File: src/ebusPkg.sv
package ebusPkg;

  // EBUS word, bit 0 is the MSB as on the real machine
  typedef logic [0:35] tEbusWord;

  // Device select code on the cs lines
  typedef logic [0:2] tDevId;

  // Function codes carried on the func lines
  typedef enum logic [1:0] {
    fDatao = 2'd0,  // Write data register
    fDatai = 2'd1,  // Read data register
    fCono  = 2'd2,  // Write conditions, bits 18..35
    fConi  = 2'd3   // Read conditions, zero-extended
  } tEbusFunc;

  // Command queue item, 41 bits
  typedef struct packed {
    tDevId    dev;
    tEbusFunc func;
    tEbusWord data;
  } tEbusCmd;

  // Response queue item, 39 bits
  typedef struct packed {
    tDevId    dev;
    tEbusWord data;
  } tEbusResp;

  // True for the functions that return a word to the host
  function automatic logic isRead(input tEbusFunc f);
    return (f == fDatai) || (f == fConi);
  endfunction

endpackage

File: src/ebusIf.sv
`timescale 1ns/1ps

interface ebusIf #(
  parameter int NumDev = 4
);

  // Controller side of the bus cycle
  ebusPkg::tDevId    cs;      // Selected device
  ebusPkg::tEbusFunc func;    // DATAO/DATAI/CONO/CONI
  logic              demand;  // One-cycle bus strobe
  ebusPkg::tEbusWord dataWr;  // Write data to devices

  // Per-device drivers, each device owns one index
  logic [0:NumDev-1] driving;
  ebusPkg::tEbusWord drvData [NumDev];

  // Muxed and registered bus data
  ebusPkg::tEbusWord data;

  modport ctl (output cs, func, demand, dataWr, input data);
  modport dev (input cs, func, demand, dataWr, output driving, drvData);
  modport mux (input driving, drvData, output data);

endinterface

File: src/ebusCtl.sv
`timescale 1ns/1ps

module ebusCtl #(
  parameter int NumDev = 4
) (
  input  logic               clk60,
  input  logic               rstN,
  ebusIf.ctl                 bus,
  // Command FIFO
  input  logic               cmdEmpty,
  input  ebusPkg::tEbusCmd   cmdHead,
  output logic               cmdPop,
  // Response FIFO
  input  int unsigned        respFree,
  output logic               respPush,
  output ebusPkg::tEbusResp  respPushData,
  input  logic               respEmpty,
  output logic               respPop,
  // Host side
  output logic               cmdCredit,
  input  logic               respCredit,
  output logic               respValid
);

  logic              issueBusy;    // Issue stage holds a bus cycle
  logic              headRead;
  logic              headPresent;  // Head addresses an existing device
  logic              roomOk;
  logic              capRead;      // Capture stage has a read to push
  ebusPkg::tDevId    capDev;
  logic [7:0]        creditCnt;    // Host response credits
  logic              respGo;

  // Issue decision for the command at the head
  assign headRead    = ebusPkg::isRead(cmdHead.func);
  assign headPresent = int'(cmdHead.dev) < NumDev;

  // A read needs two free slots, one may already be owed to the capture stage
  assign roomOk = !headRead || (respFree >= 2);

  assign cmdPop    = !cmdEmpty && !issueBusy && roomOk;  // At most every other cycle
  assign cmdCredit = cmdPop;                             // Each pop frees a host credit

  // Issue stage, bus cycle in T+1
  always_ff @(posedge clk60) begin
    if (!rstN) begin
      issueBusy  <= 1'b0;
      bus.demand <= 1'b0;
    end else begin
      issueBusy  <= cmdPop;
      // Writes to absent ids need no bus cycle, reads still run and return zero
      bus.demand <= cmdPop && (headRead || headPresent);
    end
  end

  always_ff @(posedge clk60) begin
    if (cmdPop) begin
      bus.cs     <= cmdHead.dev;
      bus.func   <= cmdHead.func;
      bus.dataWr <= cmdHead.data;
    end
  end

  // Capture stage, mux data is valid in T+2
  always_ff @(posedge clk60) begin
    if (!rstN) begin
      capRead <= 1'b0;
    end else begin
      capRead <= bus.demand && ebusPkg::isRead(bus.func);
    end
  end

  always_ff @(posedge clk60) begin
    capDev <= bus.cs;  // Id follows the read into the response
  end

  assign respPush          = capRead;
  assign respPushData.dev  = capDev;
  assign respPushData.data = bus.data;

  // Response release, head stays put during the respValid cycle
  assign respGo  = !respEmpty && (creditCnt != '0) && !respValid;
  assign respPop = respValid;  // Head leaves as the host sees it

  always_ff @(posedge clk60) begin
    if (!rstN) begin
      respValid <= 1'b0;
      creditCnt <= '0;
    end else begin
      respValid <= respGo;
      // Credit spent when the response leaves
      creditCnt <= creditCnt + 8'(respCredit) - 8'(respPop);
    end
  end

endmodule

File: src/ebusDev.sv
`timescale 1ns/1ps

module ebusDev #(
  parameter int DevId = 0
) (
  input  logic clk60,
  input  logic rstN,
  ebusIf.dev   bus
);

  ebusPkg::tEbusWord dataReg;   // DATAO/DATAI register
  logic [18:35]      condReg;   // Conditions, right half only
  logic              sel;       // Addressed in this bus cycle
  logic              rdSel;     // Addressed read
  ebusPkg::tEbusWord rdWord;

  // Select decode on cs
  assign sel   = bus.demand && (bus.cs == ebusPkg::tDevId'(DevId));
  assign rdSel = sel && ebusPkg::isRead(bus.func);

  // CONI returns the conditions in the right half, left half zero
  always_comb begin
    if (bus.func == ebusPkg::fDatai) begin
      rdWord = dataReg;
    end else begin
      rdWord = {18'b0, condReg};
    end
  end

  // Drive only while addressed for a read
  assign bus.driving[DevId] = rdSel;
  assign bus.drvData[DevId] = rdSel ? rdWord : '0;

  // Register writes land at the end of the demand cycle
  always_ff @(posedge clk60) begin
    if (!rstN) begin
      dataReg <= '0;
      condReg <= '0;
    end else if (sel) begin
      case (bus.func)
        ebusPkg::fDatao: dataReg <= bus.dataWr;         // Full word
        ebusPkg::fCono:  condReg <= bus.dataWr[18:35];  // Right half
        default: ;                                      // Reads change nothing
      endcase
    end
  end

endmodule

File: src/ebusFifo.sv
`timescale 1ns/1ps

module ebusFifo #(
  parameter type tItem = logic [7:0],
  parameter int  Depth = 4
) (
  input  logic        clk60,
  input  logic        rstN,
  input  logic        push,
  input  tItem        pushData,
  input  logic        pop,
  output tItem        popData,
  output logic        empty,
  output logic        full,
  output int unsigned freeCount
);

  localparam int PtrW = (Depth > 1) ? $clog2(Depth) : 1;
  localparam int CntW = $clog2(Depth + 1);

  tItem            mem [Depth];  // Storage, no reset
  logic [PtrW-1:0] rdPtr;
  logic [PtrW-1:0] wrPtr;
  logic [CntW-1:0] count;        // Occupancy
  logic            doPush;
  logic            doPop;

  // Wrap at Depth so any depth works, not only powers of two
  function automatic logic [PtrW-1:0] nextPtr(input logic [PtrW-1:0] p);
    return (p == PtrW'(Depth - 1)) ? '0 : p + 1'b1;
  endfunction

  assign doPush    = push && !full;   // Overflow push is dropped
  assign doPop     = pop && !empty;   // Underflow pop is ignored
  assign empty     = (count == '0);
  assign full      = (count == CntW'(Depth));
  assign freeCount = Depth - int'(count);
  assign popData   = mem[rdPtr];      // Head is visible without a pop

  always_ff @(posedge clk60) begin
    if (!rstN) begin
      rdPtr <= '0;
      wrPtr <= '0;
      count <= '0;
    end else begin
      if (doPush) wrPtr <= nextPtr(wrPtr);
      if (doPop)  rdPtr <= nextPtr(rdPtr);
      count <= count + CntW'(doPush) - CntW'(doPop);  // Both at once keeps count
    end
  end

  always_ff @(posedge clk60) begin
    if (doPush) mem[wrPtr] <= pushData;
  end

endmodule

File: src/ebusMux.sv
`timescale 1ns/1ps

module ebusMux #(
  parameter int NumDev = 4
) (
  input  logic clk60,
  input  logic rstN,
  ebusIf.mux   bus
);

  ebusPkg::tEbusWord sel;  // Selected driver word

  // AND-OR select, decode keeps driving one-hot
  // Nothing driving gives zero, so absent ids read as zero
  always_comb begin
    sel = '0;
    for (int i = 0; i < NumDev; i++) begin
      sel = sel | (bus.drvData[i] & {$bits(ebusPkg::tEbusWord){bus.driving[i]}});
    end
  end

  // One cycle capture onto the bus data
  always_ff @(posedge clk60) begin
    if (!rstN) begin
      bus.data <= '0;
    end else begin
      bus.data <= sel;
    end
  end

endmodule

File: src/ebusTop.sv
`timescale 1ns/1ps

module ebusTop #(
  parameter int NumDev    = 4,
  parameter int CmdDepth  = 4,
  parameter int RespDepth = 4
) (
  input  logic               clk60,
  input  logic               rstN,
  // Command side
  input  logic               cmdValid,
  input  ebusPkg::tDevId     cmdDev,
  input  ebusPkg::tEbusFunc  cmdFunc,
  input  ebusPkg::tEbusWord  cmdData,
  output logic               cmdCredit,
  // Response side
  input  logic               respCredit,
  output logic               respValid,
  output ebusPkg::tDevId     respDev,
  output ebusPkg::tEbusWord  respData
);

  ebusIf #(.NumDev(NumDev)) bus();

  ebusPkg::tEbusCmd  cmdItem;     // Packed host command
  ebusPkg::tEbusCmd  cmdHead;
  logic              cmdEmpty;
  logic              cmdPop;
  ebusPkg::tEbusResp respItem;
  ebusPkg::tEbusResp respHead;
  logic              respPush;
  logic              respPop;
  logic              respEmpty;
  int unsigned       respFree;

  assign cmdItem.dev  = cmdDev;
  assign cmdItem.func = cmdFunc;
  assign cmdItem.data = cmdData;

  // Host sees the head during respValid
  assign respDev  = respHead.dev;
  assign respData = respHead.data;

  // Host credits keep cmdValid from overflowing this queue
  ebusFifo #(.tItem(ebusPkg::tEbusCmd), .Depth(CmdDepth)) cmdQ (
    .clk60, .rstN,
    .push(cmdValid), .pushData(cmdItem),
    .pop(cmdPop), .popData(cmdHead),
    .empty(cmdEmpty), .full(), .freeCount()
  );

  ebusFifo #(.tItem(ebusPkg::tEbusResp), .Depth(RespDepth)) respQ (
    .clk60, .rstN,
    .push(respPush), .pushData(respItem),
    .pop(respPop), .popData(respHead),
    .empty(respEmpty), .full(), .freeCount(respFree)
  );

  ebusCtl #(.NumDev(NumDev)) ctl0 (
    .clk60, .rstN, .bus(bus.ctl),
    .cmdEmpty, .cmdHead, .cmdPop,
    .respFree, .respPush, .respPushData(respItem), .respEmpty, .respPop,
    .cmdCredit, .respCredit, .respValid
  );

  ebusMux #(.NumDev(NumDev)) mux0 (.clk60, .rstN, .bus(bus.mux));

  // One register block per device id
  for (genvar i = 0; i < NumDev; i++) begin : dev
    ebusDev #(.DevId(i)) regs (.clk60, .rstN, .bus(bus.dev));
  end

endmodule

File: config.mk
export PLATFORM = sky130hd
export DESIGN_NAME = ebusTop
export DESIGN_NICKNAME = d
export VERILOG_FILES = /design/src/ebusPkg.sv /design/src/ebusIf.sv /design/src/ebusCtl.sv /design/src/ebusDev.sv /design/src/ebusFifo.sv /design/src/ebusMux.sv /design/src/ebusTop.sv
export SDC_FILE = /design/constraint.sdc
export NUM_CORES = 1
export LEC_CHECK = 0
export BUFFER_PORTS_ARGS = -buffer_cell sky130_fd_sc_hd__buf_2
export CAP_MARGIN = 10
export CORE_UTILIZATION = 55
export CTS_BUF_LIST = sky130_fd_sc_hd__clkbuf_4
export DETAILED_ROUTE_END_ITERATION = 16
export GPL_ROUTABILITY_DRIVEN = 0
export PLACE_DENSITY = 0.72
export SYNTH_ARGS = -nofsm -noshare
export SYNTH_HDL_FRONTEND = slang
export SYNTH_SLANG_ARGS = --single-unit
export TNS_END_PERCENT = 50
File: constraint.sdc
create_clock -name clk60 -period 8.7 [get_ports clk60]
set_input_delay 1.305 -clock clk60 [delete_from_list [all_inputs] [get_ports clk60]]
set_output_delay 1.305 -clock clk60 [all_outputs]
set_load 0.05 [all_outputs]
==> out/qor.txt <==
Die area = 45200 sq um
Top FF cell, synth = edfxtp_1
Footprint of the multi-input gates = 7190 sq um
Relative slew slack = 24.7%
Syn Inst Count = 1876
Final Cycle Share = 55.8%
Tot Pwr = 7.42 mW
Final ANT Viol Nets = 0
Root Buffer = clkbuf_4
Power Density = 273 nW/um^2
Vias in the first global route = 15200
Synth Register Bits = 646
CTS Sinks = 646
Fin. Hold Viols = 0
Mean post-synth cell area = 13.0 sq um
Worst Path Buf+Inv = 3
DRC viols = 0
Critical Path RT = 7.39 ns
Max frequency = 206 MHz
FP Rows = 76
Wire per inst = 18.7 microns
Total of max-cap violations = 0
Max H-tree Level = 4
CTS Hold Buffers Added = 0
Critical path's largest stage delay = 0.63 ns
Remaining global-route overflow = 0
Post-CTS Setup Repair Bufs = 0
Initial antenna violation count = 3
Share of the synthesized area in the top cell type = 44.4%
Area grow syn2layout = 11.2%
Worst skew pair latency = 0.88 ns
CP startpoint kind = flip-flop
Min-delay worst type = reg2reg
Cell variety after synth = 44
Setup TNS after final layout = 0 ns
Cts bufs inserted = 157
Placement Setup Slack = 4.64 ns
Cts repair resizes = 0
Vias = 15100
Slowest CP cell = mux4_2
DR vias/cell = 5.57
Cell family with most CP delay = buffers and inverters
Post-Syn Area = 24400 sq um
VDD IR max = 0.194 mV
RSZ-0062 raised after global routing = false
Core area = 43500 sq um
FF/Latch Area = 16600 sq um
IO buf count = 85
Pre-antenna DRT Iters = 8
Reg clk slew, reported paths = 0.06 ns
Die H = 213 microns
CP dominant cell by count = buf_4
Status = complete, no violations
Sequential element share of the synthesized area = 67.8%
Filler instances = 3353
Worst path cell trace = buf_4, mux4_2, o2111a_2, nor2_4, buf_4, buf_2
Design area = 27200 sq um
DPL Wire Length = 27800 microns
Initial Util = 56.2%
Synth area leaders = edfxtp_1, dfxtp_1, mux4_2, nand2_1, a21oi_1
Final net count = 2076
First DRT Iteration DRCs = 1288
Final setup margin = 3.84 ns
Final setup vio count = 0
Ports = 86
Clock tree buffer depth = 3
All-Layer GR Usage = 23.1%
Die Width = 213 microns
Share of post-route cells with drive strength above 1 = 21.5%
Clock skew = 0.0420 ns
Area leader, netlist = edfxtp_1
Total Wirelength = 50700 microns
Final number of max-transition violations = 0
Setup CP Type = reg2out
Worst Tran Pin Value = 1.13 ns
Crit path max fanout = 42
Tmin final = 4.86 ns
Crit path DAT = 3.55 ns
CTS tree = yes
Fraction of registers with async set/reset = 0%
Largest net degree at the start of global routing = 139
Mapped Nets = 1954
Placed Area = 25100 sq um
Post-synth EDFFs = 361
Leakage power = 9.46 nW
Crit end category = output pin
Global-route wire length before repair = 79000 microns
Hold WS = 0.453 ns
Synth warn = 0
## final cells by class
| cell class | count | share of cell area, % |
|---|---|---|
| Sequential cell | 646 | 61.0 |
| Multi-Input combinational cell | 1071 | 26.5 |
| Clock buffer | 240 | 6.64 |
| Tap cell | 585 | 2.70 |
| Timing Repair Buffer | 96 | 1.87 |
| Clock inverter | 39 | 0.981 |
| Inverter | 26 | 0.378 |
| Antenna cell | 2 | 0.0184 |
## registers in the layout, summed over array words and instances (netlist names), 3 cells and up, named ones only
| register | count |
|---|---|
| ctl0.creditCnt | 8 |
| cmdQ.mem | 164 |
| ctl0.bus.cs | 3 |
| cmdQ.count | 3 |
| respQ.count | 3 |
| mux0.bus.data | 36 |
| dev.regs.condReg | 72 |
| dev.regs.dataReg | 144 |
| respQ.mem | 156 |
| ctl0.bus.dataWr | 36 |
| ctl0.capDev | 3 |
## cell usage after synthesis (3+ instances only)
| library cell | number |
|---|---|
| nor2_1 | 26 |
| nand2_1 | 446 |
| inv_1 | 26 |
| xor2_1 | 3 |
| clkbuf_1 | 63 |
| a22oi_1 | 36 |
| nor2b_1 | 8 |
| and3_1 | 6 |
| edfxtp_1 | 361 |
| o21a_1 | 18 |
| mux4_2 | 80 |
| a21oi_1 | 241 |
| buf_4 | 18 |
| nand4_1 | 3 |
| ha_1 | 30 |
| nand3_1 | 5 |
| dfxtp_1 | 285 |
| mux2i_1 | 78 |
| buf_2 | 45 |
| o21ai_0 | 3 |
| nor3_1 | 5 |
| o22ai_1 | 36 |
| nand2b_1 | 3 |
| and2_1 | 20 |
| buf_1 | 6 |
| fa_1 | 3 |
## layout by cell type (no fill, tap or decap), types with 9 or more instances in the layout
master    count
dfxtp_1     281
clkinv_1     27
a22oi_1      36
a21oi_1     241
mux4_2       80
edfxtp_1    361
ha_1         30
buf_4        11
nand2_1     443
clkbuf_4    240
buf_2        85
o21a_1       18
nor2_1       25
inv_1        25
mux2i_1      78
o22ai_1      36
and2_1        9
and2_2       11
## through the flow
stage,cells,utilization [%]
after floorplan,1876,-
after global placement,2424,57.7
after detailed placement,2424,57.7
after CTS,2703,62.5
after global routing,2705,62.5
final,2705,62.5
## cells by family (layout without fill, tap and decap cells)
kind of cell,Yosys count,count (layout),synth area share (%)
buffers and inverters,159,401,2.98
flip-flops,646,646,67.8
other,0,2,0
XOR/XNOR,4,4,0.144
adder cells (fa/ha/maj),33,33,1.78
AO/OA/AOI/OAI,342,342,7.86
AND/OR/NAND/NOR,534,534,8.89
multiplexers,158,158,10.6
## path summary, 6_finish.rpt
kind	slack, ns	from	end	depth (start not counted)
max	3.84	flip-flop	cmdCredit	6
min reg2reg	0.45	dev[0].regs.dataReg[14]	dev[0].regs.dataReg[14]	2
max reg2reg	5.46	flip-flop	cmdQ.count[2]	12
min	0.45	dev[0].regs.dataReg[14]	dev[0].regs.dataReg[14]	2
## routing by layer
metal	GRT usage, %	part of all wire, %	wire [microns]
met5	0	0	0
met1	31.1	43	21900
met4	9.53	2.1	1050
met3	5.16	7.6	3840
met2	36.3	47	23900
## power breakdown
group	leakage, nW	internal (mW)	switching (mW)
clock	1.23	1.37	1.13
combinational	2.44	0.421	0.653
sequential	5.80	3.56	0.271
total	9.46	5.36	2.06
## worst register-to-register path, stage by stage (launching register included)
cell and delay (ns):
dfxtp_2 0.32, buf_4 0.62, mux4_2 0.63, o2111a_2 0.21, nor2_1 0.12, ha_1 0.23, inv_1 0.05, ha_1 0.12
inv_1 0.05, fa_1 0.37, xor2_1 0.19, xnor2_1 0.14, nor2_1 0.05
(Power assumes the default switching activity.)
